$ cat src/cpu_pkg.sv
package cpu_pkg;

	// Datapath and instruction width
	localparam int XLEN = 16;

	// Register file geometry
	localparam int REG_COUNT = 16;
	localparam int REG_AW = 4;

	// Program memory holds 256 words
	localparam int IMEM_AW = 8;

	// Data memory holds 16 words
	localparam int DMEM_AW = 4;

	// Opcode field
	localparam int OPC_MSB = 15;
	localparam int OPC_LSB = 12;

	// Destination register field, also first source
	localparam int RD_MSB = 11;
	localparam int RD_LSB = 8;

	// Second source register field
	localparam int RS_MSB = 7;
	localparam int RS_LSB = 4;

	// Func code or 4-bit immediate
	localparam int FN_MSB = 3;
	localparam int FN_LSB = 0;

	// Top bit of the load-immediate byte
	localparam int IMM8_MSB = 7;

	// Top bit of the jump offset
	localparam int JOFF_MSB = 11;

	// Codes 8 to 15 are no-operations
	typedef enum logic [3:0] {
		OP_ALU  = 4'd0,
		OP_ADDI = 4'd1,
		OP_LI   = 4'd2,
		OP_LW   = 4'd3,
		OP_SW   = 4'd4,
		OP_BEQ  = 4'd5,
		OP_JMP  = 4'd6,
		OP_HALT = 4'd7
	} opcode_t;

	// Carried directly in the func field of OP_ALU
	typedef enum logic [3:0] {
		ALU_ADD = 4'd0,
		ALU_SUB = 4'd1,
		ALU_AND = 4'd2,
		ALU_OR  = 4'd3,
		ALU_XOR = 4'd4,
		ALU_SLL = 4'd5,
		ALU_SRL = 4'd6
	} alu_op_t;

	// Operand source select
	typedef enum logic [1:0] {
		FWD_REG = 2'd0,
		FWD_S2  = 2'd1,
		FWD_S3  = 2'd2
	} fwd_sel_t;

endpackage

$ cat src/pipe_ifs.sv
`timescale 1ns/1ps

// Stage 1 to stage 2 bundle, all registered in decode
interface stage_if;
	logic valid;
	cpu_pkg::alu_op_t alu_op;
	logic [cpu_pkg::XLEN-1:0] a;
	logic [cpu_pkg::XLEN-1:0] b;
	logic [cpu_pkg::XLEN-1:0] store_data;
	logic [cpu_pkg::REG_AW-1:0] rd;
	logic reg_wr;
	logic mem_rd;
	logic mem_wr;
	logic halt;

	modport producer (output valid, alu_op, a, b, store_data, rd, reg_wr, mem_rd, mem_wr, halt);
	modport consumer (input valid, alu_op, a, b, store_data, rd, reg_wr, mem_rd, mem_wr, halt);
	// Hazard unit only needs the load destination
	modport monitor (input rd, reg_wr);
endinterface

// Results in flight from stage 2 and stage 3
interface fwd_if;
	logic s2_wr;
	logic [cpu_pkg::REG_AW-1:0] s2_rd;
	logic s2_is_load;
	logic [cpu_pkg::XLEN-1:0] s2_result;
	logic s3_wr;
	logic [cpu_pkg::REG_AW-1:0] s3_rd;
	logic [cpu_pkg::XLEN-1:0] s3_data;

	modport source (output s2_wr, s2_rd, s2_is_load, s2_result, s3_wr, s3_rd, s3_data);
	modport sink (input s2_wr, s2_rd, s2_is_load, s2_result, s3_wr, s3_rd, s3_data);
endinterface

$ cat src/alu.sv
`timescale 1ns/1ps

module alu (
	input cpu_pkg::alu_op_t op,
	input logic [cpu_pkg::XLEN-1:0] a,
	input logic [cpu_pkg::XLEN-1:0] b,
	output logic [cpu_pkg::XLEN-1:0] y
);

	// Shift amount from the low bits of b
	logic [$clog2(cpu_pkg::XLEN)-1:0] shamt;

	assign shamt = b[$clog2(cpu_pkg::XLEN)-1:0];

	always_comb begin
		case (op)
			cpu_pkg::ALU_ADD: begin
				y = a + b;
			end
			cpu_pkg::ALU_SUB: begin
				y = a - b;
			end
			cpu_pkg::ALU_AND: begin
				y = a & b;
			end
			cpu_pkg::ALU_OR: begin
				y = a | b;
			end
			cpu_pkg::ALU_XOR: begin
				y = a ^ b;
			end
			cpu_pkg::ALU_SLL: begin
				y = a << shamt;
			end
			// Logical, zero fill
			cpu_pkg::ALU_SRL: begin
				y = a >> shamt;
			end
			// Undefined func codes give zero
			default: begin
				y = '0;
			end
		endcase
	end

endmodule

$ cat src/exec_mem_stage.sv
`timescale 1ns/1ps

module exec_mem_stage (
	input logic clk,
	input logic reset,
	stage_if.consumer st,
	fwd_if.source fw,
	output logic wb_en,
	output logic [cpu_pkg::REG_AW-1:0] wb_rd,
	output logic [cpu_pkg::XLEN-1:0] wb_data,
	output logic dmem_we,
	output logic [cpu_pkg::DMEM_AW-1:0] dmem_addr,
	output logic [cpu_pkg::XLEN-1:0] dmem_wdata,
	output logic halted
);

	logic [cpu_pkg::XLEN-1:0] alu_y;
	// Stage 3 control
	logic s3_valid;
	logic s3_reg_wr;
	logic s3_mem_rd;
	logic s3_mem_wr;
	// Stage 3 payload
	logic [cpu_pkg::REG_AW-1:0] s3_rd;
	logic [cpu_pkg::XLEN-1:0] s3_result;
	logic [cpu_pkg::XLEN-1:0] s3_store;
	logic [cpu_pkg::XLEN-1:0] dmem [2**cpu_pkg::DMEM_AW];
	logic [cpu_pkg::XLEN-1:0] load_data;

	alu alu0 (
		.op(st.alu_op),
		.a(st.a),
		.b(st.b),
		.y(alu_y)
	);

	// Stage 2 view for forwarding and load-use detection
	assign fw.s2_wr = st.valid && st.reg_wr;
	assign fw.s2_rd = st.rd;
	assign fw.s2_is_load = st.valid && st.mem_rd;
	assign fw.s2_result = alu_y;

	always_ff @(posedge clk) begin
		if (reset) begin
			s3_valid <= 1'b0;
			s3_reg_wr <= 1'b0;
			s3_mem_rd <= 1'b0;
			s3_mem_wr <= 1'b0;
			halted <= 1'b0;
		end else begin
			s3_valid <= st.valid;
			s3_reg_wr <= st.reg_wr;
			s3_mem_rd <= st.mem_rd;
			s3_mem_wr <= st.mem_wr;
			// Sticky once the halt enters stage 3
			halted <= halted || (st.valid && st.halt);
		end
	end

	always_ff @(posedge clk) begin
		s3_rd <= st.rd;
		s3_result <= alu_y;
		s3_store <= st.store_data;
	end

	// Data memory, cleared by reset
	always_ff @(posedge clk) begin
		if (reset) begin
			for (int i = 0; i < 2**cpu_pkg::DMEM_AW; i++) begin
				dmem[i] <= '0;
			end
		end else if (dmem_we) begin
			dmem[dmem_addr] <= dmem_wdata;
		end
	end

	// ALU result doubles as the word address
	assign dmem_addr = s3_result[cpu_pkg::DMEM_AW-1:0];
	assign dmem_we = s3_valid && s3_mem_wr;
	assign dmem_wdata = s3_store;
	assign load_data = dmem[dmem_addr];

	// Write-back select
	assign wb_en = s3_valid && s3_reg_wr;
	assign wb_rd = s3_rd;
	assign wb_data = s3_mem_rd ? load_data : s3_result;

	// Same data feeds stage-3 forwarding
	assign fw.s3_wr = wb_en;
	assign fw.s3_rd = s3_rd;
	assign fw.s3_data = wb_data;

endmodule

$ cat src/flat_wrapper.sv
// flat-port wrapper written by rule: the top's interface ports become plain ports
module exec_mem_stage_flat 
  (clk, reset, wb_en, wb_rd, wb_data, dmem_we, dmem_addr, dmem_wdata, halted, st_valid, st_alu_op, st_a, st_b, st_store_data, st_rd, st_reg_wr, st_mem_rd, st_mem_wr, st_halt, fw_s2_wr, fw_s2_rd, fw_s2_is_load, fw_s2_result, fw_s3_wr, fw_s3_rd, fw_s3_data);
  stage_if st_i ();
  fwd_if fw_i ();
  input logic clk;
  input logic reset;
  output logic wb_en;
  output logic [cpu_pkg::REG_AW-1:0] wb_rd;
  output logic [cpu_pkg::XLEN-1:0] wb_data;
  output logic dmem_we;
  output logic [cpu_pkg::DMEM_AW-1:0] dmem_addr;
  output logic [cpu_pkg::XLEN-1:0] dmem_wdata;
  output logic halted;
  input wire logic [$bits(st_i.valid)-1:0] st_valid;
  input wire logic [$bits(st_i.alu_op)-1:0] st_alu_op;
  input wire logic [$bits(st_i.a)-1:0] st_a;
  input wire logic [$bits(st_i.b)-1:0] st_b;
  input wire logic [$bits(st_i.store_data)-1:0] st_store_data;
  input wire logic [$bits(st_i.rd)-1:0] st_rd;
  input wire logic [$bits(st_i.reg_wr)-1:0] st_reg_wr;
  input wire logic [$bits(st_i.mem_rd)-1:0] st_mem_rd;
  input wire logic [$bits(st_i.mem_wr)-1:0] st_mem_wr;
  input wire logic [$bits(st_i.halt)-1:0] st_halt;
  output wire logic [$bits(fw_i.s2_wr)-1:0] fw_s2_wr;
  output wire logic [$bits(fw_i.s2_rd)-1:0] fw_s2_rd;
  output wire logic [$bits(fw_i.s2_is_load)-1:0] fw_s2_is_load;
  output wire logic [$bits(fw_i.s2_result)-1:0] fw_s2_result;
  output wire logic [$bits(fw_i.s3_wr)-1:0] fw_s3_wr;
  output wire logic [$bits(fw_i.s3_rd)-1:0] fw_s3_rd;
  output wire logic [$bits(fw_i.s3_data)-1:0] fw_s3_data;
  assign st_i.valid = st_valid;
  assign st_i.alu_op = st_alu_op;
  assign st_i.a = st_a;
  assign st_i.b = st_b;
  assign st_i.store_data = st_store_data;
  assign st_i.rd = st_rd;
  assign st_i.reg_wr = st_reg_wr;
  assign st_i.mem_rd = st_mem_rd;
  assign st_i.mem_wr = st_mem_wr;
  assign st_i.halt = st_halt;
  assign fw_s2_wr = fw_i.s2_wr;
  assign fw_s2_rd = fw_i.s2_rd;
  assign fw_s2_is_load = fw_i.s2_is_load;
  assign fw_s2_result = fw_i.s2_result;
  assign fw_s3_wr = fw_i.s3_wr;
  assign fw_s3_rd = fw_i.s3_rd;
  assign fw_s3_data = fw_i.s3_data;
  exec_mem_stage u_core (.clk(clk), .reset(reset), .st(st_i), .fw(fw_i), .wb_en(wb_en), .wb_rd(wb_rd), .wb_data(wb_data), .dmem_we(dmem_we), .dmem_addr(dmem_addr), .dmem_wdata(dmem_wdata), .halted(halted));
endmodule
$ cat config.mk
export PLATFORM = sky130hd
export DESIGN_NAME = exec_mem_stage_flat
export DESIGN_NICKNAME = d
export VERILOG_FILES = /design/src/cpu_pkg.sv /design/src/pipe_ifs.sv /design/src/alu.sv /design/src/exec_mem_stage.sv /design/src/flat_wrapper.sv
export SDC_FILE = /design/constraint.sdc
export NUM_CORES = 1
export LEC_CHECK = 0
export ABC_CLOCK_PERIOD_IN_PS = 14350
export BUFFER_PORTS_ARGS = -buffer_cell sky130_fd_sc_hd__buf_2
export CAP_MARGIN = 40
export CORE_MARGIN = 4
export CORE_UTILIZATION = 45
export CTS_BUF_LIST = sky130_fd_sc_hd__clkbuf_4
export DETAILED_ROUTE_END_ITERATION = 8
export SKIP_LAST_GASP = 1
export SYNTH_ARGS = -nofsm -noshare
export SYNTH_HDL_FRONTEND = slang
export SYNTH_SLANG_ARGS = --single-unit
$ cat constraint.sdc
create_clock -name clk -period 14.35 [get_ports clk]
set_clock_uncertainty 0.15 [all_clocks]
set_input_delay 2.87 -clock clk [delete_from_list [all_inputs] [get_ports clk]]
set_output_delay 2.87 -clock clk [all_outputs]
set_load 0.005 [all_outputs]
==> impl_metrics.py <==
metrics = {
    "logic_synthesis": {
        "synthDistinctLibCells": 61,
        "async_flop_share": 0,
        "synthTopCellsByArea": "edfxtp_1 47%, and2_1 10%, mux4_2 6.5%",
        "ys.flop_type": "edfxtp_1",
        "yosysTopAreaCellShare": 0.4723,
        "ys_warn_count": 0,
        "syn_area_um2": 16280,
        "synth-seq-area-share": 0.5228,
        "synth_edf_count": 256,
        "synth_seq_cells": 297,
        "yosys.area.top_type": "edfxtp_1",
        "synthCells": 1263,
        "synthesis.nets": 1376,
        "avgSynthCellArea_um2": 12.89,
    },
    "worst_hold_path": {
        "hold_end": "u_core.halted",
        "hold_depth": 2,
        "min_path_type": "flop to flop",
        "hold_start": "u_core.halted",
    },
    "grt": {
        "antenna_found_initial": 2,
        "grt_pass1_wl_mm": 67.63,
        "grt_use_total": 0.2284,
        "grt_pass1_vias": 10862,
        "overflow": 0,
        "grt_max_degree": 50,
    },
    "cells_and_area": {
        "final_cell_mix": "264 x and2_1, 256 x edfxtp_1, 148 x buf_2",
        "finalCoreUtilization": 0.5122,
        "area_growth_pct": 12.20,
        "mostFrequentLayoutCell": "and2_1",
        "drive_gt1_frac": 0.2739,
        "final_cells": 1926,
        "finalNetCount": 1515,
    },
    "sta": {
        "hold_viol_final": 0,
        "fin_crit_sh": 0.6711,
        "slew_violations": 0,
        "tightest_slew_ns": 0.9321,
        "fmax_ghz": 0.1038,
        "grt_setup_unrepaired": "no",
        "whs_ns": 0.3148,
        "max_slew_margin": 0.3786,
        "setup-tns-final_ns": 0,
        "setup_viol": 0,
        "period_needed_ns": 9.630,
        "setup_ws_ns": 4.720,
    },
    "placed_design": {
        "gp_congestion": 0.8992,
        "port_buffers": 148,
        "dpl.cell_count": 1780,
        "dp_slack_ns": 4.773,
        "dp_hpwl_mm": 30.27,
    },
    "setup_path": {
        "slowest_delay_ns": 0.57,
        "reg2reg_depth": 6,
        "crit_slowest_cell": "inv_2",
        "crit_family": "simple AND/OR/NAND/NOR gates",
        "required_ns": 11.33,
        "cp-end-kind": "output pin",
        "criticalPathCategory": "primary input to output pin",
        "cp-start-kind": "primary input",
        "arrival_ns": 6.61,
        "rr_endpoint": "u_core.dmem[15][11]",
        "critical_path_peak_fanout": 29,
        "reg2reg_from": "u_core.s3_result[0]",
        "crit_start": "st_b[1]",
        "rrSetupSlack_ns": 11.24,
        "path_buf_inv": 3,
        "crit_chain": "buf_2, inv_2, ha_1, nand2_1, nor3_1, nor2_1, xnor2_1, ha_1, and2_1, a221oi_1, o21ba_2, o21ai_0, o31a_1, or3_1, buf_2",
    },
    "clock_network": {
        "htree_levels": 3,
        "cts_num_sinks": 297,
        "clockBufferDepth": 3,
        "cts_buffers": 81,
        "postCtsHoldBufs": 0,
        "tritoncts": "built",
        "cts_setup_buffers": 0,
        "ctsRootBufferMaster": "clkbuf_4",
        "clkSlewWorstSetupHoldPaths_ns": 0.06,
        "cts_resized": 0,
        "insertion_delay_ns": 0.74,
    },
    "routing": {
        "avgViaCountPerCell": 5.600,
        "wl_mm": 44.69,
        "drc_errors": 0,
        "drtIter0Drc": 962,
        "dr.pass1.iters": 5,
        "drt-wirelength-per-cell_um": 23.20,
        "detailroute.via_count": 10786,
        "ant_nets": 0,
    },
    "run_status": {
        "status": "complete, no violations",
    },
    "power": {
        "leakagePower_nw": 7.571,
        "ir_drop_mv": 0.1004,
        "p_per_area_nw_per_um2": 111.8,
    },
    "die": {
        "dieHeight_um": 198.2,
        "coreArea_um2": 35660,
        "dieArea_um2": 39280,
        "die_width_um": 198.2,
        "ios": 149,
        "rows": 69,
        "initial_utilization": 0.4565,
    },
    "job": {
        "drv_cap": 0,
    },
}
[sequential cells by signal, indices dropped and copies added, names as in the netlist]
name	flops
u_core.dmem	256
u_core.dmem_wdata	16
u_core.fw.s3_rd	4
u_core.halted	1
u_core.s3_mem_rd	1
u_core.s3_mem_wr	1
u_core.s3_reg_wr	1
u_core.s3_result	16
u_core.s3_valid	1
[metrics by stage]
stage	area [um2]	power, mW
floorplan	16280	1.196
global placement	17160	1.296
detailed placement	17220	1.300
CTS	18260	2.066
global route	18260	2.142
finish	18260	2.041
[cell families (layout without fill, tap and decap cells)]
group / after synthesis / in the layout / synth area share
compound gates: 168 / 168 / 0.06796
mux: 118 / 118 / 0.1531
flops: 297 / 297 / 0.5228
simple gates: 451 / 451 / 0.1563
buf+inv: 154 / 355 / 0.04759
fa+ha+maj: 50 / 50 / 0.03890
xor+xnor: 25 / 25 / 0.01345
other cells: 0 / 1 / 0
[cell usage after synthesis (all sizes together) (7+ instances only)]
cell type	count
mux4	87
a31oi	9
a21o	9
mux2i	16
nor3	14
dfxtp	41
buf	63
o21ai	46
o211ai	7
nand2b	9
nor2	70
xnor2	20
a211oi	10
edfxtp	256
ha	49
a21oi	27
nor2b	8
or2	17
a221oi	10
inv	36
mux2	15
o22ai	8
clkbuf	55
nand2	42
and2	264
[power by group]
group | internal, mW | switching, mW | total, mW
logic | 0.127 | 0.159 | 0.286
registers | 0.963 | 0.0305 | 0.994
clock network | 0.405 | 0.356 | 0.761
total | 1.50 | 0.546 | 2.04
[layout make-up]
| cell class | instances | area [um2] |
|---|---|---|
| fill | 3121 | 17390 |
| sequential | 297 | 8517 |
| multi-input combinational | 812 | 7022 |
| timing repair buffer | 174 | 964.7 |
| clock buffer | 128 | 960.9 |
| tap | 461 | 576.8 |
| inverter | 36 | 135.1 |
| clock inverter | 17 | 82.58 |
| antenna | 1 | 2.502 |
[tightest hold or removal path, stage by stage (launching register included)]
cell and delay, ns:
dfxtp_1 0.32, a21oi_1 0.04, nor2_1 0.07
[routing by layer]
layer | vias to the layer above | routed length [um] | track usage
li1 | 4979 | - | -
met1 | 5308 | 19950 | 0.3276
met2 | 427 | 20790 | 0.3556
met3 | 72 | 2919 | 0.04271
met4 | 0 | 1028 | 0.07218
met5 | - | 0 | 0
[worst max path at each step]
stage	to	slack [ns]	cells after the start
floorplan	fw_s2_result[12]	5.57	15
global placement	fw_s2_result[12]	4.83	15
detailed placement	fw_s2_result[12]	4.77	15
CTS	fw_s2_result[12]	4.76	15
global route	fw_s2_result[12]	4.38	15
finish	fw_s2_result[12]	4.72	15
Note: power is estimated with default switching activity, not from simulation.
