<file path="config.mk">
export PLATFORM = sky130hd
export DESIGN_NAME = reg_file
export DESIGN_NICKNAME = d
export VERILOG_FILES = /design/src/cpu_pkg.sv /design/src/reg_file.sv
export SDC_FILE = /design/constraint.sdc
export NUM_CORES = 1
export LEC_CHECK = 0
export ABC_AREA = 0
export BUFFER_PORTS_ARGS = -buffer_cell sky130_fd_sc_hd__clkbuf_2
export CORE_ASPECT_RATIO = 1.25
export CORE_UTILIZATION = 39
export DETAILED_ROUTE_END_ITERATION = 16
export GPL_TIMING_DRIVEN = 1
export SETUP_SLACK_MARGIN = 0.02
export SLEW_MARGIN = 20
export SYNTH_ARGS = -nofsm -noshare
export SYNTH_HDL_FRONTEND = slang
export SYNTH_SLANG_ARGS = --single-unit
</file>
<file path="constraint.sdc">
create_clock -name clk -period 2 [get_ports clk]
set_input_delay 0.1 -clock clk [delete_from_list [all_inputs] [get_ports clk]]
set_output_delay 0.1 -clock clk [all_outputs]
set_load 0.005 [all_outputs]
</file>
<file path="src/cpu_pkg.sv">
package cpu_pkg;

	// Datapath and instruction width
	localparam int XLEN = 16;

	// Register file geometry
	localparam int REG_COUNT = 16;
	localparam int REG_AW = 4;

	// Program memory holds 256 words
	localparam int IMEM_AW = 8;

	// Data memory holds 16 words
	localparam int DMEM_AW = 4;

	// Opcode field
	localparam int OPC_MSB = 15;
	localparam int OPC_LSB = 12;

	// Destination register field, also first source
	localparam int RD_MSB = 11;
	localparam int RD_LSB = 8;

	// Second source register field
	localparam int RS_MSB = 7;
	localparam int RS_LSB = 4;

	// Func code or 4-bit immediate
	localparam int FN_MSB = 3;
	localparam int FN_LSB = 0;

	// Top bit of the load-immediate byte
	localparam int IMM8_MSB = 7;

	// Top bit of the jump offset
	localparam int JOFF_MSB = 11;

	// Codes 8 to 15 are no-operations
	typedef enum logic [3:0] {
		OP_ALU  = 4'd0,
		OP_ADDI = 4'd1,
		OP_LI   = 4'd2,
		OP_LW   = 4'd3,
		OP_SW   = 4'd4,
		OP_BEQ  = 4'd5,
		OP_JMP  = 4'd6,
		OP_HALT = 4'd7
	} opcode_t;

	// Carried directly in the func field of OP_ALU
	typedef enum logic [3:0] {
		ALU_ADD = 4'd0,
		ALU_SUB = 4'd1,
		ALU_AND = 4'd2,
		ALU_OR  = 4'd3,
		ALU_XOR = 4'd4,
		ALU_SLL = 4'd5,
		ALU_SRL = 4'd6
	} alu_op_t;

	// Operand source select
	typedef enum logic [1:0] {
		FWD_REG = 2'd0,
		FWD_S2  = 2'd1,
		FWD_S3  = 2'd2
	} fwd_sel_t;

endpackage

</file>
<file path="src/reg_file.sv">
`timescale 1ns/1ps

module reg_file (
	input logic clk,
	input logic reset,
	input logic [cpu_pkg::REG_AW-1:0] ra1,
	input logic [cpu_pkg::REG_AW-1:0] ra2,
	input logic wb_en,
	input logic [cpu_pkg::REG_AW-1:0] wb_rd,
	input logic [cpu_pkg::XLEN-1:0] wb_data,
	output logic [cpu_pkg::XLEN-1:0] rd1,
	output logic [cpu_pkg::XLEN-1:0] rd2
);

	logic [cpu_pkg::XLEN-1:0] regs [cpu_pkg::REG_COUNT];

	// All registers come out of reset as zero
	always_ff @(posedge clk) begin
		if (reset) begin
			for (int i = 0; i < cpu_pkg::REG_COUNT; i++) begin
				regs[i] <= '0;
			end
		end else if (wb_en) begin
			regs[wb_rd] <= wb_data;
		end
	end

	// Old value on a same-cycle write
	// Stage-3 forwarding covers that case
	assign rd1 = regs[ra1];
	assign rd2 = regs[ra2];

endmodule

</file>
==> impl_results.md, run 1 <==
- Status: complete, but fails checks
- Failing checks: setup timing
- Fin crit period: 2.02 ns
- Via/cell ratio: 5.89
- Post-synth EDFFs: 256
- Hold depth: 2
- Setup Buffers After CTS: 0
- Worst slew margin: 26.9%
- Ys flop type: edfxtp_1
- Final std cells w/o fill: 1364
- Num CTS Buffers: 24
- Ports: 63
- HPWL Detailed: 24500 µm
- Drt first pass iters: 5
- Core footprint: 33700 µm²
- Initial core utilization: 39.8%
- Final setup TNS: -0.113 ns
- Global placer's final weighted congestion: 0.817
- Max Clk Rate: 494 MHz
- Cell area after synthesis: 13400 µm²
- # port buffers: 62
- Max reg flops: 256
- CTS root buffer: clkbuf_16
- Most numerous cell in the Yosys netlist: edfxtp_1
- Worst-Margin Slew: 1.10 ns
- FF+latch count, synth: 256
- Post-DRT Antenna Nets: 0
- Antenna violations before repair: 3
- Register area share after synthesis: 57.3%
- DRT iter0 DRCs: 681
- CP Capture Type: output pin
- Hold Slack: 0.0876 ns
- # clock sinks: 256
- PnR Total Power: 12.8 mW
- CTS tree: yes
- Synth-to-layout area growth: 16.9%
- Clock transition at the registers of the reported paths: 0.07 ns
- Final setup viols: 10
- Cell taking the most area after synthesis: edfxtp_1
- Post-Synthesis Cells: 859
- DRC viols: 0
- Fin crit share: 101%
- Global-route wire length before repair: 55500 µm
- Final WL: 37800 µm
- Setup ws final: -0.0238 ns
- Layout cells sized above 1: 39.3%
- # rows: 75
- Vias: 8028
- Post-synth top area share: 57.3%
- DIE AREA: 35100 µm²
- Syn nets: 890
- Clk buf depth: 3
- Synth cell count leaders: edfxtp_1, and2_1, mux4_2, a22oi_1, clkbuf_1
- Fin nets: 955
- Maximum VDD drop: 558 µV
- Grt total ovfl: 0
- Total Routing Usage GR: 22.1%
- Critical Path Start Type: flip-flop
- Die height: 209 µm
- Hold Path Class: in2reg
- Maxcap violations: 0
- Unrepaired setup endpoints after global routing: true
- Max FO, Critical Path: 2
- WL per Instance: 27.7 µm
- CP arrival: 1.92 ns
- Power Dens Cells: 818 nW/µm²
- Crit Path Class: reg2out
- Syn Area/Cell: 15.6 µm²
- Synth area leaders: edfxtp_1, mux4_2, and2_1
- Netlist cell types: 22
- Post-synth ARST share: 0%
- # diodes: 0
- Largest regs: regs (256)
- Synth warn: 0
- Die width: 168 µm
- Pins Over Slew Limit: 0
- Placed insts: 1321
- Hold_buf cts: 0
- Final Hold Viols: 0
- Number of global-route vias before repair: 8425
- Pleak: 5.45 nW
- H-tree lvl count: 1
- Biggest register: regs
- Largest net degree at the start of global routing: 34
- CP required: 1.90 ns
[per-layer routing]
layer	routed length, µm	up-vias	share of wire (%)	GRT usage, %
met3	1980	86	5.2	2.15
met2	19900	285	53	39.5
met1	14500	4208	38	27.3
li1	-	3449	-	-
met5	0	-	0	0
met4	1440	0	3.8	9.52
[cell usage in the layout (no fill, tap or decap), drive strengths merged]
cell type	synthesis	final
a22oi	64	64
and2	258	258
buf	18	58
bufinv	0	4
clkbuf	58	87
clkinv	0	8
clkinvlp	0	1
edfxtp	256	256
mux4	128	128
nand2	33	33
nand2b	2	2
nand4b	1	1
nand4bb	2	2
nor2	14	14
nor2b	4	4
nor3	4	4
or2	16	16
or4b	1	1
[logic make-up after synthesis]
kind of cell	count (synthesis)	synth area share, %
compound gates	64	3.58
buf+inv	76	2.29
flops	256	57.3
mux	128	21.5
simple gates	335	15.3
[cell type report]
cell class / count / area (µm²)
clock buffers: 30 / 644
clock inverters: 13 / 168
fillers: 2846 / 18000
multi-input cells: 527 / 5670
flip-flops and latches: 256 / 7690
well taps: 423 / 529
repair buffers: 115 / 976
[worst max-delay path: stages (launching register included)]
cell	delay, ns
edfxtp_1	0.39
mux4_2	0.49
a22oi_1	0.27
nand2_1	0.11
clkbuf_2	0.13
[report_power, final]
part           internal, mW  switching (mW)
Sequential             6.21           0.145
Clock                  2.80            2.03
Combinational         0.770           0.866
Total                  9.78            3.04
[per-stage QoR]
| stage | util [%] | worst slack (ns) | cell area, µm² |
|---|---|---|---|
| detailed placement | 43.4 | 0.166 | 14600 |
| floorplan | - | 0.473 | 13400 |
| CTS | 46.3 | -0.0482 | 15600 |
| global placement | 43.4 | 0.0855 | 14600 |
| global route | 46.5 | -0.0920 | 15700 |
| finish | 46.5 | -0.0238 | 15700 |
[what timing repair did]
item / 4_1_cts / 5_1_grt
gates resized for setup: 36 / 15
gates cloned: 0 / 0
endpoints found under the setup margin: 32 / 32
pin swaps: 33 / 17
[worst paths after layout]
kind,to,from,slack (ns)
setup / recovery,rd1[11],regs[11][11]$_SDFFCE_PN0P_,-0.02
hold / removal,regs[15][7]$_SDFFCE_PN0P_,wb_data[7],0.09
Note: power is estimated with default switching activity, not from simulation.
==> run 2: changes to the inputs <==
==> constraint.sdc (replaced) <==
create_clock -name clk -period 1.8 [get_ports clk]
set_input_delay 0.09 -clock clk [delete_from_list [all_inputs] [get_ports clk]]
set_output_delay 0.09 -clock clk [all_outputs]
set_load 0.05 [all_outputs]
==> run 2 against run 1 <==
Against the previous run:
- the run still ends with setup timing left
- hold slack worse by 0.027 ns
- clock power increased by 3%
- largest cell class unchanged
- sequential power grew 11%
- via count up 0.57%
- flip-flop and latch count stayed put
- utilization increased by 2.5 points
- largest power group unchanged
==> impl_results.md, run 2 (synthesis gave the netlist of run 1 again) <==
- H-tree lvl count: 1
- Area post-placement: 15400 µm²
- Total Routing Usage GR: 22.2%
- Status: complete, but fails checks
- Final Hold Viols: 0
- Layout cells sized above 1: 44.1%
- Flop pwr share: 47.9%
- Max Clk Rate: 476 MHz
- WL per Instance: 27.0 µm
- Biggest register: regs
- Max FO, Critical Path: 2
- CP Capture Type: output pin
- Grt peak-use layer: met2
- Setup ws final: -0.303 ns
- CP required: 1.71 ns
- Worst slew margin: 60.1%
- # rows: 75
- Max reg flops: 256
- Grt total ovfl: 0
- CP Capture Point: rd2[3]
- # clock sinks: 256
- Die height: 209 µm
- Hold Path Class: in2reg
- Worst-Margin Slew: 0.598 ns
- Num CTS Buffers: 25
- Critical Path Start Type: flip-flop
- Met2 usage: 40.6%
- DRC viols: 0
- Switch share: 26.2%
- Clk pwr share: 33.8%
- # port buffers: 62
- Pleak: 5.75 nW
- Crit. Startpoint: regs[11][3]$_SDFFCE_PN0P_
- Die width: 168 µm
- Global-route wire length before repair: 55900 µm
- Internal power: 10.9 mW
- Commonest non-fill, non-tap cell in the layout: edfxtp_1
- DRT iter0 DRCs: 654
- Maxcap violations: 0
- Gate power share: 18.3%
- Fin crit share: 117%
- Met3 Resource Use GR: 2.83%
- CP arrival: 2.01 ns
- Unrepaired setup endpoints after global routing: true
- Power Dens Cells: 892 nW/µm²
- Failing checks: setup timing
- Fin crit period: 2.10 ns
- Crit Path Class: reg2out
- M1 GR Usage: 26.3%
- CTS root buffer: clkbuf_16
- HPWL Detailed: 24300 µm
- Final setup viols: 32
- Fin nets: 981
- Clock transition at the registers of the reported paths: 0.07 ns
- # diodes: 0
- Maximum VDD drop: 598 µV
- Vias: 8074
- Post-DRT Antenna Nets: 0
- Synth-to-layout area growth: 23.2%
- Number of global-route vias before repair: 8707
- Core Util, Final: 49.0%
- Final std cells w/o fill: 1392
- Final WL: 37600 µm
- Via/cell ratio: 5.80
- Core footprint: 33700 µm²
- DIE AREA: 35100 µm²
- Placed insts: 1346
- Switch Pwr: 3.86 mW
- Largest net degree at the start of global routing: 28
- Final setup TNS: -7.62 ns
- Design area: 16500 µm²
- Pins Over Slew Limit: 0
- Drt first pass iters: 4
- Clk buf depth: 3
- Most frequent cells in the layout: edfxtp_1, and2_1, mux4_2
- Largest regs: regs (256)
- CTS tree: yes
- Ports: 63
- Antenna violations before repair: 0
- Global placer's final weighted congestion: 0.792
- Filler cells: 2798
- Initial core utilization: 39.8%
[run 2: timing repair]
| action | in CTS | in global routing |
|---|---|---|
| hold buffers | 0 | 0 |
| endpoints found under the setup margin | 32 | 32 |
| cloned | 0 | 0 |
| buffers inserted | 0 | 0 |
| resized for setup | 85 | 11 |
| pin swaps | 46 | 6 |
[run 2: cell type report]
cell class | instances | area [µm²] | share of cell area, %
flip-flops and latches | 256 | 7690 | 46.5
multi-input cells | 527 | 5800 | 35.1
repair buffers | 140 | 1750 | 10.6
clock buffers | 30 | 644 | 3.90
well taps | 423 | 529 | 3.20
clock inverters | 16 | 111 | 0.674
[run 2: how the worst min path moves through the flow]
stage	startpoint	endpoint	cells past startpoint	slack (ns)
after global routing	wb_data[7]	regs[9][7]$_SDFFCE_PN0P_	2	0.07
after CTS	wb_data[7]	regs[8][7]$_SDFFCE_PN0P_	2	0.04
final	wb_data[7]	regs[8][7]$_SDFFCE_PN0P_	2	0.06
after global placement	wb_data[7]	regs[15][7]$_SDFFCE_PN0P_	2	0.60
after detailed placement	wb_data[7]	regs[8][7]$_SDFFCE_PN0P_	2	0.62
after floorplan	wb_data[0]	regs[0][0]$_SDFFCE_PN0P_	1	0.29
[run 2: metrics by stage]
step	hold slack (ns)	setup WS [ns]	power [mW]
after floorplan	0.288	0.0935	8.50
after global placement	0.605	-0.103	9.69
after detailed placement	0.615	-0.0734	9.72
after CTS	0.0400	-0.292	14.8
after global routing	0.0666	-0.340	15.2
final	0.0605	-0.303	14.7
[run 2: critical path, stage by stage (launching register included)]
cell	delay, ns
edfxtp_1	0.40
mux4_2	0.50
a22oi_2	0.29
nand2_2	0.12
buf_12	0.17
[run 2: metal layers]
layer	routed length [µm]	part of all wire, %
met1	14100	38
met2	20400	54
met3	1840	4.9
met4	1180	3.1
met5	0	0
[run 2: power by group through the flow]
stage | logic (mW) | registers [mW] | clock network [mW]
after global routing | 2.81 | 7.10 | 5.27
after detailed placement | 2.54 | 7.19 | 0
after floorplan | 1.38 | 7.12 | 0
after global placement | 2.53 | 7.16 | 0
final | 2.70 | 7.06 | 4.97
after CTS | 2.70 | 7.06 | 5.04
==> run 3: changes to the inputs <==
--- a/config.mk
+++ b/config.mk
@@ -6,11 +6,13 @@
 export NUM_CORES = 1
 export LEC_CHECK = 0
 export ABC_AREA = 0
+export ABC_CLOCK_PERIOD_IN_PS = 1800
 export BUFFER_PORTS_ARGS = -buffer_cell sky130_fd_sc_hd__clkbuf_2
 export CORE_ASPECT_RATIO = 1.25
-export CORE_UTILIZATION = 39
+export CORE_UTILIZATION = 55
 export DETAILED_ROUTE_END_ITERATION = 16
 export GPL_TIMING_DRIVEN = 1
+export PLACE_DENSITY = 0.75
 export SETUP_SLACK_MARGIN = 0.02
 export SLEW_MARGIN = 20
 export SYNTH_ARGS = -nofsm -noshare
==> run 3 against run 2 <==
Against the previous run:
- the run still ends with setup timing left
- cell area shrank 1.7%
- cell count shrank 6.9%
- hold slack gained 0.015 ns
- flip-flop and latch count is the same
- non-clock buffer count grew 2
- total power grew 1.5%
- via count grew 5.3%
- combinational power shrank 7%
- clock power grew 7.6%
- sequential share of layout area grew 0.79 points
- largest cell class unchanged
- first-iteration DRC count grew 85%
- setup slack lost 0.023 ns
==> impl_results.md, run 3 (synthesis gave the netlist of run 1 again) <==
- CP arrival: 2.04 ns
- Pins Over Slew Limit: 0
- Final WL: 37100 µm
- Cell Chain, Critical Path: mux4_2 > a22oi_2 > nand2_2 > buf_8
- Vias: 8501
- Commonest non-fill, non-tap cell in the layout: edfxtp_1
- Max FO, Critical Path: 2
- Ports: 63
- Post-DRT Antenna Nets: 0
- Status: complete, but fails checks
- CTS tree: yes
- Num CTS Buffers: 25
- Maxcap violations: 0
- Die width: 142 µm
- Max reg flops: 256
- CP Capture Point: rd1[7]
- Maximum VDD drop: 848 µV
- Initial core utilization: 56.3%
- Fin nets: 983
- Power Dens Cells: 921 nW/µm²
- DIE AREA: 25000 µm²
- Met3 Resource Use GR: 4.69%
- Die height: 177 µm
- CTS root buffer: clkbuf_16
- Drt first pass iters: 5
- Largest net degree at the start of global routing: 36
- Critical Path Start Type: flip-flop
- Most frequent cells in the layout: edfxtp_1, and2_1, mux4_2
- Fin crit share: 118%
- Layout cells sized above 1: 43.1%
- Number of global-route vias before repair: 8917
- PnR Total Power: 15.0 mW
- HPWL Detailed: 23600 µm
- WL per Instance: 28.6 µm
- Failing checks: setup timing
- Crit. Startpoint: regs[8][7]$_SDFFCE_PN0P_
- DRT iter0 DRCs: 1208
- CP Capture Type: output pin
- Biggest register: regs
- Global placer's final weighted congestion: 0.894
- Crit Path Class: reg2out
- M1 GR Usage: 38.7%
- CP required: 1.71 ns
- # clock sinks: 256
- Fin crit period: 2.13 ns
- H-tree lvl count: 1
- Max Clk Rate: 470 MHz
- Design area: 16200 µm²
- Slowest-stage cell, CP: mux4_2
- Unrepaired setup endpoints after global routing: true
- # port buffers: 62
- Hold Path Class: in2reg
- Final Hold Viols: 0
- Hold Slack: 0.0753 ns
- Final setup TNS: -7.95 ns
- Grt peak-use layer: met2
- Slowest stage delay, CP: 0.49 ns
- Synth-to-layout area growth: 21.1%
- Worst-Margin Slew: 1.01 ns
- Final setup viols: 32
- Pleak: 5.73 nW
- Global-route wire length before repair: 54800 µm
- Setup ws final: -0.326 ns
- Met2 usage: 52.4%
- Total Routing Usage GR: 30.9%
- Clock transition at the registers of the reported paths: 0.06 ns
- Antenna violations before repair: 1
- Largest regs: regs (256)
- Grt total ovfl: 0
- Worst slack, placed: -0.169 ns
- Core footprint: 23800 µm²
- Worst slew margin: 32.7%
- # rows: 63
- Clk buf depth: 3
- Area post-placement: 14800 µm²
- DRC viols: 0
- Via/cell ratio: 6.56
run 3: per-stage QoR:
| stage | cells | utilization [%] |
|---|---|---|
| 2_1_floorplan | 859 | - |
| 3_3_place_gp | 1250 | 62.1 |
| 3_5_place_dp | 1250 | 62.1 |
| 4_1_cts | 1295 | 67.6 |
| 5_1_grt | 1296 | 68.3 |
| 6_report | 1296 | 68.3 |
run 3: how the worst min path moves through the flow:
stage / to / slack, ns / startpoint / depth (start not counted)
6_report: regs[4][13]$_SDFFCE_PN0P_ / 0.08 / wb_data[13] / 2
5_1_grt: regs[10][15]$_SDFFCE_PN0P_ / 0.1 / wb_data[15] / 2
4_1_cts: regs[8][15]$_SDFFCE_PN0P_ / 0.06 / wb_data[15] / 2
3_5_place_dp: regs[8][15]$_SDFFCE_PN0P_ / 0.61 / wb_data[15] / 2
3_3_place_gp: regs[11][15]$_SDFFCE_PN0P_ / 0.60 / wb_data[15] / 2
2_1_floorplan: regs[0][0]$_SDFFCE_PN0P_ / 0.29 / wb_data[0] / 1
run 3: power breakdown:
part	total (mW)	internal, mW	switching (mW)
logic	2.52	1.13	1.39
registers	7.09	6.90	0.184
clock network	5.35	3.13	2.22
total	15.0	11.2	3.79
run 3: area by class of cell:
cell class                 count  area [µm²]
clock inverter                14         178
fill                        1580        7560
timing repair buffer         142        1590
antenna                        1        2.50
sequential                   256        7690
multi-input combinational    527        5740
tap                          325         407
clock buffer                  31         648
run 3: routing by layer:
metal | wire [µm] | vias to the layer above
li1 | - | 3510
met1 | 13500 | 4373
met2 | 19000 | 522
met3 | 3070 | 96
met4 | 1540 | 0
met5 | 0 | -
run 3: critical path: cells and delay by family (launching register included):
kind / cells / cell delay [ns]
buf+inv: 1 / 0.17
simple gates: 1 / 0.13
compound gates: 1 / 0.32
flops: 1 / 0.40
mux: 1 / 0.49
run 3: timing repair:
item	4_1_cts	5_1_grt
resized for setup	105	61
endpoints found under the setup margin	32	32
hold buffers	0	0
setup buffers	0	0
pin swaps	38	30
