==> src/cpu_pkg.sv <==
package cpu_pkg;

	// Datapath and instruction width
	localparam int XLEN = 16;

	// Register file geometry
	localparam int REG_COUNT = 16;
	localparam int REG_AW = 4;

	// Program memory holds 256 words
	localparam int IMEM_AW = 8;

	// Data memory holds 16 words
	localparam int DMEM_AW = 4;

	// Opcode field
	localparam int OPC_MSB = 15;
	localparam int OPC_LSB = 12;

	// Destination register field, also first source
	localparam int RD_MSB = 11;
	localparam int RD_LSB = 8;

	// Second source register field
	localparam int RS_MSB = 7;
	localparam int RS_LSB = 4;

	// Func code or 4-bit immediate
	localparam int FN_MSB = 3;
	localparam int FN_LSB = 0;

	// Top bit of the load-immediate byte
	localparam int IMM8_MSB = 7;

	// Top bit of the jump offset
	localparam int JOFF_MSB = 11;

	// Codes 8 to 15 are no-operations
	typedef enum logic [3:0] {
		OP_ALU  = 4'd0,
		OP_ADDI = 4'd1,
		OP_LI   = 4'd2,
		OP_LW   = 4'd3,
		OP_SW   = 4'd4,
		OP_BEQ  = 4'd5,
		OP_JMP  = 4'd6,
		OP_HALT = 4'd7
	} opcode_t;

	// Carried directly in the func field of OP_ALU
	typedef enum logic [3:0] {
		ALU_ADD = 4'd0,
		ALU_SUB = 4'd1,
		ALU_AND = 4'd2,
		ALU_OR  = 4'd3,
		ALU_XOR = 4'd4,
		ALU_SLL = 4'd5,
		ALU_SRL = 4'd6
	} alu_op_t;

	// Operand source select
	typedef enum logic [1:0] {
		FWD_REG = 2'd0,
		FWD_S2  = 2'd1,
		FWD_S3  = 2'd2
	} fwd_sel_t;

endpackage

==> src/pipe_ifs.sv <==
`timescale 1ns/1ps

// Stage 1 to stage 2 bundle, all registered in decode
interface stage_if;
	logic valid;
	cpu_pkg::alu_op_t alu_op;
	logic [cpu_pkg::XLEN-1:0] a;
	logic [cpu_pkg::XLEN-1:0] b;
	logic [cpu_pkg::XLEN-1:0] store_data;
	logic [cpu_pkg::REG_AW-1:0] rd;
	logic reg_wr;
	logic mem_rd;
	logic mem_wr;
	logic halt;

	modport producer (output valid, alu_op, a, b, store_data, rd, reg_wr, mem_rd, mem_wr, halt);
	modport consumer (input valid, alu_op, a, b, store_data, rd, reg_wr, mem_rd, mem_wr, halt);
	// Hazard unit only needs the load destination
	modport monitor (input rd, reg_wr);
endinterface

// Results in flight from stage 2 and stage 3
interface fwd_if;
	logic s2_wr;
	logic [cpu_pkg::REG_AW-1:0] s2_rd;
	logic s2_is_load;
	logic [cpu_pkg::XLEN-1:0] s2_result;
	logic s3_wr;
	logic [cpu_pkg::REG_AW-1:0] s3_rd;
	logic [cpu_pkg::XLEN-1:0] s3_data;

	modport source (output s2_wr, s2_rd, s2_is_load, s2_result, s3_wr, s3_rd, s3_data);
	modport sink (input s2_wr, s2_rd, s2_is_load, s2_result, s3_wr, s3_rd, s3_data);
endinterface

==> src/hazard_unit.sv <==
`timescale 1ns/1ps

module hazard_unit (
	input logic [cpu_pkg::REG_AW-1:0] rs_a,
	input logic [cpu_pkg::REG_AW-1:0] rs_b,
	input logic uses_a,
	input logic uses_b,
	stage_if.monitor st,
	fwd_if.sink fw,
	output logic stall,
	output cpu_pkg::fwd_sel_t fwd_a,
	output cpu_pkg::fwd_sel_t fwd_b
);

	logic load_hit_a;
	logic load_hit_b;

	// Youngest producer wins
	function automatic cpu_pkg::fwd_sel_t pick_src(
		input logic [cpu_pkg::REG_AW-1:0] src,
		input logic s2_wr,
		input logic [cpu_pkg::REG_AW-1:0] s2_rd,
		input logic s3_wr,
		input logic [cpu_pkg::REG_AW-1:0] s3_rd
	);
		if (s2_wr && (s2_rd == src)) begin
			return cpu_pkg::FWD_S2;
		end else if (s3_wr && (s3_rd == src)) begin
			return cpu_pkg::FWD_S3;
		end
		return cpu_pkg::FWD_REG;
	endfunction

	assign fwd_a = pick_src(rs_a, fw.s2_wr, fw.s2_rd, fw.s3_wr, fw.s3_rd);
	assign fwd_b = pick_src(rs_b, fw.s2_wr, fw.s2_rd, fw.s3_wr, fw.s3_rd);

	// Load result only exists in stage 3
	assign load_hit_a = uses_a && (st.rd == rs_a);
	assign load_hit_b = uses_b && (st.rd == rs_b);

	// One bubble, then stage 3 forwards the loaded word
	assign stall = fw.s2_is_load && st.reg_wr && (load_hit_a || load_hit_b);

endmodule

==> src/flat_wrapper.sv <==
// flat-port wrapper written by rule: the top's interface ports become plain ports
module hazard_unit_flat 
  (rs_a, rs_b, uses_a, uses_b, stall, fwd_a, fwd_b, st_rd, st_reg_wr, fw_s2_wr, fw_s2_rd, fw_s2_is_load, fw_s2_result, fw_s3_wr, fw_s3_rd, fw_s3_data);
  stage_if st_i ();
  fwd_if fw_i ();
  input logic [cpu_pkg::REG_AW-1:0] rs_a;
  input logic [cpu_pkg::REG_AW-1:0] rs_b;
  input logic uses_a;
  input logic uses_b;
  output logic stall;
  output cpu_pkg::fwd_sel_t fwd_a;
  output cpu_pkg::fwd_sel_t fwd_b;
  input wire logic [$bits(st_i.rd)-1:0] st_rd;
  input wire logic [$bits(st_i.reg_wr)-1:0] st_reg_wr;
  input wire logic [$bits(fw_i.s2_wr)-1:0] fw_s2_wr;
  input wire logic [$bits(fw_i.s2_rd)-1:0] fw_s2_rd;
  input wire logic [$bits(fw_i.s2_is_load)-1:0] fw_s2_is_load;
  input wire logic [$bits(fw_i.s2_result)-1:0] fw_s2_result;
  input wire logic [$bits(fw_i.s3_wr)-1:0] fw_s3_wr;
  input wire logic [$bits(fw_i.s3_rd)-1:0] fw_s3_rd;
  input wire logic [$bits(fw_i.s3_data)-1:0] fw_s3_data;
  assign st_i.rd = st_rd;
  assign st_i.reg_wr = st_reg_wr;
  assign fw_i.s2_wr = fw_s2_wr;
  assign fw_i.s2_rd = fw_s2_rd;
  assign fw_i.s2_is_load = fw_s2_is_load;
  assign fw_i.s2_result = fw_s2_result;
  assign fw_i.s3_wr = fw_s3_wr;
  assign fw_i.s3_rd = fw_s3_rd;
  assign fw_i.s3_data = fw_s3_data;
  hazard_unit u_core (.rs_a(rs_a), .rs_b(rs_b), .uses_a(uses_a), .uses_b(uses_b), .st(st_i), .fw(fw_i), .stall(stall), .fwd_a(fwd_a), .fwd_b(fwd_b));
endmodule
==> config.mk <==
export PLATFORM = sky130hd
export DESIGN_NAME = hazard_unit_flat
export DESIGN_NICKNAME = d
export VERILOG_FILES = /design/src/cpu_pkg.sv /design/src/pipe_ifs.sv /design/src/hazard_unit.sv /design/src/flat_wrapper.sv
export SDC_FILE = /design/constraint.sdc
export NUM_CORES = 1
export LEC_CHECK = 0
export BUFFER_PORTS_ARGS = -buffer_cell sky130_fd_sc_hd__buf_2
export CAP_MARGIN = 30
export CORE_AREA = 8 8 45 47
export DETAILED_ROUTE_END_ITERATION = 6
export DIE_AREA = 0 0 53 55
export PLACE_DENSITY = 0.72
export SYNTH_ARGS = -nofsm -noshare
export SYNTH_HDL_FRONTEND = slang
export SYNTH_SLANG_ARGS = --single-unit
==> constraint.sdc <==
create_clock -name vclk -period 1.6
set_clock_uncertainty 0.2 [all_clocks]
set_input_delay 0.32 -clock vclk [all_inputs]
set_output_delay 0.32 -clock vclk [all_outputs]
set_load 0.05 [all_outputs]
==> flow_summary.toml, run 1 <==
[finish]
diodes = 0
final_area_um2 = 819.5
clkbuf_count = 0
synthToLayoutAreaGrowth_pct = 186.0
seqCellArea_um2 = 0
nNetsFinal = 140
nFlopsAndLatches = 0
drive_above_1_share_pct = 72.50
fin_util_pct = 59.22

[timing]
finalMaxSlewViolations = 0
fin_ws_ns = -0.3067
fin_crit_ns = 1.907
setup_viol = 5
fin_crit_sh_pct = 119.2
timing.hold.ws_ns = 0.8171
hold_viol = 0
tightestPinTransition_ns = 0.3120
setup_tns_ns = -0.8599
fmax_mhz = 524.5
slew_headroom_pct = 79.04
rsz0062_at_grt = "true"

[drt]
viasPerCell = 4.271
drc = 0
routed_wl_mm = 1.226
drt_pre_antenna_iters = 4
antenna_left = 0
routedWlPerCell_um = 12.77
num_vias = 410
drt_iter0_markers = 2

[worst_setup_path]
path_cells = "buf_6, xor2_1, or4_4, o41ai_4, buf_6"
cpPeakStageDelay_ns = 0.55
crit_fanout = 2
critPathMostFrequentCell = "buf_6"
required_ns = 1.08
crit_arrival_ns = 1.39
cpMaxStageDelayCell = "or4_4"
crit_path_end_kind = "primary output"
crit_family = "simple AND/OR/NAND/NOR gates"
crit_buf_inv = 2
worstSetupStartpointType = "input pin"
worstSetupPathType = "input pin to primary output"

[global_route]
grt_max_degree = 4
track_usage_pct = 8.092
antenna_found_initial = 0
grt_pass1_vias = 466
grt_pass1_wl_mm = 1.897
gr-total-overflow = 0

[logic_synthesis]
synth_top_area_share_pct = 45.85
synth_area_leaders = "xor2_1 46%, xnor2_1 28%, nand4_1 4.4%, nor4_1 4.4%, nand2_1 3.9%"
synth_area_um2 = 286.5
syn_nets = 96
synth_cell_types = 10
yosysWarnings = 0
avgSynthCellArea_um2 = 7.540
syn_inst = 38
synth.most_common_cell = "xor2_1"
synth_commonest_cells = "15 x xor2_1, 9 x xnor2_1, 3 x nand2_1"
yosysSeqAreaShare_pct = 0
synth_top_area_cell = "xor2_1"

[floorplan]
core-area_um2 = 1384
dieArea_um2 = 2915
rows = 14
die_h_um = 55
dieWidth_um = 53
start_util_pct = 20.71
io_pins = 63

[worst_hold_path]
hp-class = "input pin to primary output"

[placed_design]
post-dp-hpwl_mm = 1.097
place_area_um2 = 626.9
gp_congestion = 0.7545
io_buffers = 31

[power_and_ir_drop]
pwr-share-seq_pct = 0
max-vdd-ir-drop_uv = 151.0
power_density_nw_per_um2 = 268.3
pwr-share-comb_pct = 100.0
p_leak_nw = 0.3749
netSwitchingFraction_pct = 46.02
p_total_mw = 0.2199
clkPwrFrac_pct = 0
p_sw_mw = 0.1012
internal-power_mw = 0.1187

[clock_network]
cts.hold.buffers_added = 0
cts_setup_buffers = 0

[outcome]
status = "finished with violations"
violations = "setup timing"

[job]
max_cap_violations = 0
[final timing paths]
check	start	end	depth (start not counted)
worst max-delay path	st_rd[1]	stall	5
worst min-delay path	fw_s2_wr	fwd_a[0]	4
[per-stage QoR]
step | cells | setup WS [ns]
after floorplan | 38 | -0.3963
after global placement | 96 | -0.4869
after detailed placement | 96 | -0.5066
after CTS | 96 | -0.3148
after global routing | 96 | -0.3318
final | 96 | -0.3067
[area by class of cell]
type | count | area [µm²]
Fill cell | 121 | 564.3
Multi-Input combinational cell | 38 | 445.4
Tap cell | 16 | 20.02
Timing Repair Buffer | 42 | 354.1
[repair_timing]
item / in CTS / in global routing
pin swaps: 11 / 5
setup endpoints to repair: 5 / 5
resized for setup: 35 / 6
[per-layer routing]
metal / global-route usage, % / vias up / wire [µm]
met5: 0 / - / 0
met4: 0 / 0 / 0
met3: 0.8021 / 0 / 69
met2: 17.19 / 12 / 730
met1: 8.676 / 186 / 426
li1: - / 212 / -
[layout by cell type, fill, tap and decap left out, drive strengths merged]
cell type and instances:
buf 42, xor2 15, xnor2 9, nand2 3
nor4 2, nand4 2, nand3 2, nor3 2
or4 1, o41ai 1, nor2 1
[cells by family after synthesis]
family | synth area share [%]
and+or+nand+nor | 23.58
AOI/OAI and AO/OA | 3.057
xor gates and xnor gates | 73.37
[power by group through the flow]
stage | Sequential, mW | Combinational, mW | Clock (mW)
6_report | 0 | 0.220 | 0
5_1_grt | 0 | 0.236 | 0
4_1_cts | 0 | 0.211 | 0
3_5_place_dp | 0 | 0.172 | 0
3_3_place_gp | 0 | 0.169 | 0
2_1_floorplan | 0 | 0.0888 | 0
No activity file was read; power rests on OpenSTA's default activity.
==> run 2: changes to the inputs <==
==> constraint.sdc (replaced) <==
create_clock -name vclk -period 2.15
set_clock_uncertainty 0.2 [all_clocks]
set_input_delay 0.43 -clock vclk [all_inputs]
set_output_delay 0.43 -clock vclk [all_outputs]
set_load 0.05 [all_outputs]
==> run 2 against run 1 <==
  * The flow now finishes without violations
  * Global-route usage down 0.68 points
  * Critical path depth did not move
  * Sequential share of layout area is the same
  * Via count is 4.1% lower
  * Highest routed layer unchanged
  * Largest cell class unchanged
  * Total power shrank 44%
==> flow_summary.toml, run 2 (synthesis results as in run 1) <==
[power_and_ir_drop]
p_total_mw = 0.1222
internal-power_mw = 0.05914
p_sw_mw = 0.06301
pwr-share-comb_pct = 100.0
pwr-share-seq_pct = 0
netSwitchingFraction_pct = 51.59
power_density_nw_per_um2 = 200.9
p_leak_nw = 0.2967
max-vdd-ir-drop_uv = 86.92
clkPwrFrac_pct = 0

[timing]
finalMaxSlewViolations = 0
slew_headroom_pct = 80.53
rsz0062_at_grt = "false"
fin_crit_ns = 2.126
tightestPinTransition_ns = 0.2898
fmax_mhz = 470.3
fin_crit_sh_pct = 98.89
setup_tns_ns = 0
hold_viol = 0
setup_viol = 0

[global_route]
grt_max_degree = 4
track_usage_pct = 7.411
antenna_found_initial = 0
grt_pass1_wl_mm = 1.787
grt_pass1_vias = 450
gr-total-overflow = 0

[finish]
layout_common_cells = "27 x buf_2, 15 x xor2_1, 8 x xnor2_1, 8 x buf_4"
fin_util_pct = 43.94
seqCellArea_um2 = 0
synthToLayoutAreaGrowth_pct = 112.2
clkbuf_count = 0
diodes = 0
drive_above_1_share_pct = 59.21
nNetsFinal = 136
final_common_cell = "buf_2"
nFlopsAndLatches = 0

[drt]
drc = 0
drt_pre_antenna_iters = 1
antenna_left = 0
routedWlPerCell_um = 11.74
drt_iter0_markers = 0
num_vias = 393
routed_wl_mm = 1.080
viasPerCell = 4.272

[worst_setup_path]
cpMaxStageDelayCell = "or4_4"
crit_family = "simple AND/OR/NAND/NOR gates"
path_cells = "buf_2, xor2_1, or4_4, o41ai_4, buf_6"
crit_path_end_kind = "primary output"
worstSetupStartpointType = "input pin"
crit_arrival_ns = 1.50
path_depth = 5
crit_fanout = 2
worstSetupPathType = "input pin to primary output"
cpPeakStageDelay_ns = 0.54
crit_buf_inv = 2
required_ns = 1.52

[floorplan]
dieWidth_um = 53
start_util_pct = 20.71
core-area_um2 = 1384
dieArea_um2 = 2915
die_h_um = 55
io_pins = 63
rows = 14

[placed_design]
io_buffers = 31
post-dp-hpwl_mm = 1.030
gp_congestion = 0.7473

[outcome]
status = "complete, no violations"

[worst_hold_path]
hold_depth = 4
hp-class = "input pin to primary output"

[job]
max_cap_violations = 0

[clock_network]
cts_setup_buffers = 0
run 2: changes by cell type in the layout (fill, tap and decap cells not counted), moves of 3 or more:
cell	previous run	this run
xnor2_2	4	1
buf_6	11	3
buf_2	17	27
xor2_1	11	15
xnor2_1	5	8
run 2: cell type report:
cell class	count	area [µm²]
Fill cell	148	775.7
Timing Repair Buffer	38	229.0
Multi-Input combinational cell	38	359.1
Tap cell	16	20.02
run 2: tightest hold or removal path, cell delays in order:
cell and delay, ns:
buf_2 0.10, nand2_1 0.07, nor3_2 0.04, buf_2 0.20
run 2: worst paths after layout:
| path | start | endpoint | slack (ns) |
|---|---|---|---|
| max | st_rd[1] | stall | 0.02 |
| min | fw_s3_wr | fwd_b[1] | 1.07 |
run 2: stage by stage:
stage	std cells	area (µm²)	hold slack (ns)	setup slack, ns
floorplan	38	355.3	0.8243	-0.09849
global placement	92	583.1	1.068	-0.1221
CTS	92	593.1	1.072	0.001291
global route	92	608.1	1.092	0.005357
detailed placement	92	583.1	1.072	-0.1304
finish	92	608.1	1.066	0.02392
run 2: what timing repair did:
item,in CTS,in global routing
resized for setup,3,4
hold buffers,0,0
endpoints found under the setup margin,1,2
run 2: power by group through the flow:
stage	Sequential (mW)	Clock, mW	Combinational [mW]
2_1_floorplan	0	0	0.0632
3_3_place_gp	0	0	0.117
3_5_place_dp	0	0	0.120
4_1_cts	0	0	0.121
5_1_grt	0	0	0.132
6_report	0	0	0.122
run 2: per-layer routing:
metal	track usage [%]	wire length, µm	vias to the layer above
met4	0	0	0
met3	1.872	97	0
met5	0	0	-
li1	-	-	207
met2	12.70	520	20
met1	9.653	462	166
==> run 3: changes to the inputs <==
--- a/config.mk
+++ b/config.mk
@@ -5,12 +5,12 @@
 export SDC_FILE = /design/constraint.sdc
 export NUM_CORES = 1
 export LEC_CHECK = 0
+export ABC_AREA = 1
 export BUFFER_PORTS_ARGS = -buffer_cell sky130_fd_sc_hd__buf_2
-export CAP_MARGIN = 30
-export CORE_AREA = 8 8 45 47
+export CORE_MARGIN = 8
+export CORE_UTILIZATION = 30
 export DETAILED_ROUTE_END_ITERATION = 6
-export DIE_AREA = 0 0 53 55
-export PLACE_DENSITY = 0.72
+export PLACE_DENSITY = 0.82
 export SYNTH_ARGS = -nofsm -noshare
 export SYNTH_HDL_FRONTEND = slang
 export SYNTH_SLANG_ARGS = --single-unit
==> run 3 against run 2 <==
  * Critical path depth rose by 1
  * First-iteration DRC count rose by 13
  * Area after synthesis grew 38%
  * Routed wire length grew 11%
  * Global-route usage grew 0.61 points
  * Clock-buffer cell count stayed put
  * Non-clock buffer count fell by 7
  * Largest power group unchanged
  * Critical endpoint is now fwd_a[0]
  * Flip-flop and latch count is the same
  * Synthesized cell count is 130% higher
==> flow_summary.toml, run 3 <==
[finish]
synthToLayoutAreaGrowth_pct = 44.13
fin_util_pct = 44.77
nNetsFinal = 178
nFlopsAndLatches = 0
clkbuf_count = 0
seqCellArea_um2 = 0
layout_common_cells = "31 x nand2_1, 31 x buf_2, 15 x inv_1"
drive_above_1_share_pct = 29.66
fill_cells = 148
diodes = 0

[power_and_ir_drop]
p_leak_nw = 0.3790
pwr-share-comb_pct = 100.0
clkPwrFrac_pct = 0
p_sw_mw = 0.05872
max-vdd-ir-drop_uv = 62.55
power_density_nw_per_um2 = 183.9
pwr-share-seq_pct = 0
internal-power_mw = 0.04577
netSwitchingFraction_pct = 56.20

[timing]
slew_headroom_pct = 83.41
tightestPinTransition_ns = 0.2506
fin_crit_ns = 1.978
fmax_mhz = 505.7
setup_viol = 0
setup_tns_ns = 0
fin_crit_sh_pct = 91.98
rsz0062_at_grt = "false"
finalMaxSlewViolations = 0
hold_viol = 0

[logic_synthesis]
synth.most_common_cell = "nand2_1"
synth_cell_types = 12
synth_commonest_cells = "31 x nand2_1, 15 x inv_1, 11 x nor2_1"
avgSynthCellArea_um2 = 4.530
synth_top_area_cell = "nand2_1"
syn_nets = 145
syn_inst = 87
synth_top_area_share_pct = 29.52
synth_area_leaders = "nand2_1 30%, xnor2_1 18%, inv_1 14%, nor2_1 10%, nand3_1 10%"
synth_area_um2 = 394.1
yosysWarnings = 0
yosysSeqAreaShare_pct = 0

[placed_design]
gp_congestion = 0.8493
io_buffers = 31
post-dp-hpwl_mm = 1.090

[job]
max_cap_violations = 0

[drt]
antenna_left = 0
met1_length_um = 517
drt_iter0_markers = 13
viasPerCell = 4.233
num_vias = 563
routedWlPerCell_um = 9.015
wl_met2_um = 555
drt_pre_antenna_iters = 4
top_layer = "met3"
drc = 0
routed_wl_mm = 1.199
wl_met3_um = 125

[floorplan]
rows = 13
io_pins = 63
die_h_um = 52.25
dieWidth_um = 52.25
dieArea_um2 = 2730
start_util_pct = 31.07
core-area_um2 = 1269

[worst_setup_path]
crit_fanout = 4
endpoint = "fwd_a[0]"
worstSetupPathType = "input pin to primary output"
worstSetupStartpointType = "input pin"
critPathMostFrequentCell = "buf_2"
cpPeakStageDelay_ns = 0.25
cpMaxStageDelayCell = "buf_2"
path_cells = "buf_2, or2_0, a21oi_1, nand3_1, inv_1, buf_2"
required_ns = 1.52
crit_path_end_kind = "primary output"
crit_arrival_ns = 1.35
startpoint = "rs_a[2]"

[clock_network]
cts.hold.buffers_added = 0
ctsResizeCount = 0
cts_setup_buffers = 0

[worst_hold_path]
hp-start = "st_reg_wr"
hp-class = "input pin to primary output"

[outcome]
status = "complete, no violations"

[global_route]
track_usage_pct = 8.025
gr-total-overflow = 0
grt_pass1_wl_mm = 1.890
antenna_found_initial = 0
grt_max_degree = 7
grt_pass1_vias = 502
==> run 3: cell types whose count changed after synthesis, moves of 3 or more <==
| cell | before | now |
|---|---|---|
| nor2_1 | 1 | 11 |
| nand2_1 | 3 | 31 |
| o21ai_1 | 0 | 3 |
| inv_1 | 0 | 15 |
| nand3_1 | 2 | 8 |
| a21oi_1 | 0 | 3 |
| inv_2 | 0 | 3 |
| xor2_1 | 15 | 0 |
==> run 3: power by group through the flow <==
stage / sequential [mW] / clock, mW / combinational, mW
3_3_place_gp: 0 / 0 / 0.102
6_report: 0 / 0 / 0.104
3_5_place_dp: 0 / 0 / 0.105
5_1_grt: 0 / 0 / 0.117
4_1_cts: 0 / 0 / 0.105
2_1_floorplan: 0 / 0 / 0.0603
==> run 3: per-stage QoR <==
| stage | power, mW | worst slack, ns | hold slack, ns | cells | area, µm² |
|---|---|---|---|---|---|
| final | 0.1045 | 0.1725 | 1.031 | 133 | 568.0 |
| after global routing | 0.1172 | 0.07660 | 1.068 | 133 | 568.0 |
| after CTS | 0.1052 | 0.1534 | 1.035 | 133 | 568.0 |
| after detailed placement | 0.1046 | 0.1599 | 1.034 | 133 | 568.0 |
| after global placement | 0.1023 | 0.1708 | 1.032 | 133 | 568.0 |
| after floorplan | 0.06029 | 0.03416 | 0.8819 | 87 | 394.1 |
==> run 3: worst min-delay path by stage <==
stage / endpoint / depth (start not counted) / slack (ns)
2_1_floorplan: stall / 2 / 0.88
3_3_place_gp: stall / 4 / 1.03
3_5_place_dp: stall / 4 / 1.03
4_1_cts: stall / 4 / 1.04
5_1_grt: stall / 4 / 1.07
6_report: stall / 4 / 1.03
==> run 3: logic make-up (layout without fill, tap and decap cells) <==
kind of cell              Yosys count  after routing  synth area share, %
AOI/OAI and AO/OA                   8              8                10.16
xor gates and xnor gates            8              8                17.78
buffers and inverters              18             49                17.14
and+or+nand+nor                    53             53                54.92
==> run 3: metal layers <==
metal | vias to the layer above | GRT usage, %
met1 | 225 | 9.920
met2 | 16 | 14.40
li1 | 322 | -
met4 | 0 | 0
met3 | 0 | 1.989
met5 | - | 0
==> run 3: layout make-up <==
cell class	instances	area [µm²]	share of cell area [%]
inverter	18	67.56	11.89
timing repair buffer	31	155.1	27.31
tap	15	18.77	3.304
multi-input combinational	69	326.6	57.49
==> run 3: critical path, delay by kind of cell <==
kind                   cells  cell delay [ns]
AND/OR/NAND/NOR            2             0.33
buffers and inverters      3             0.44
AO/OA/AOI/OAI              1             0.16
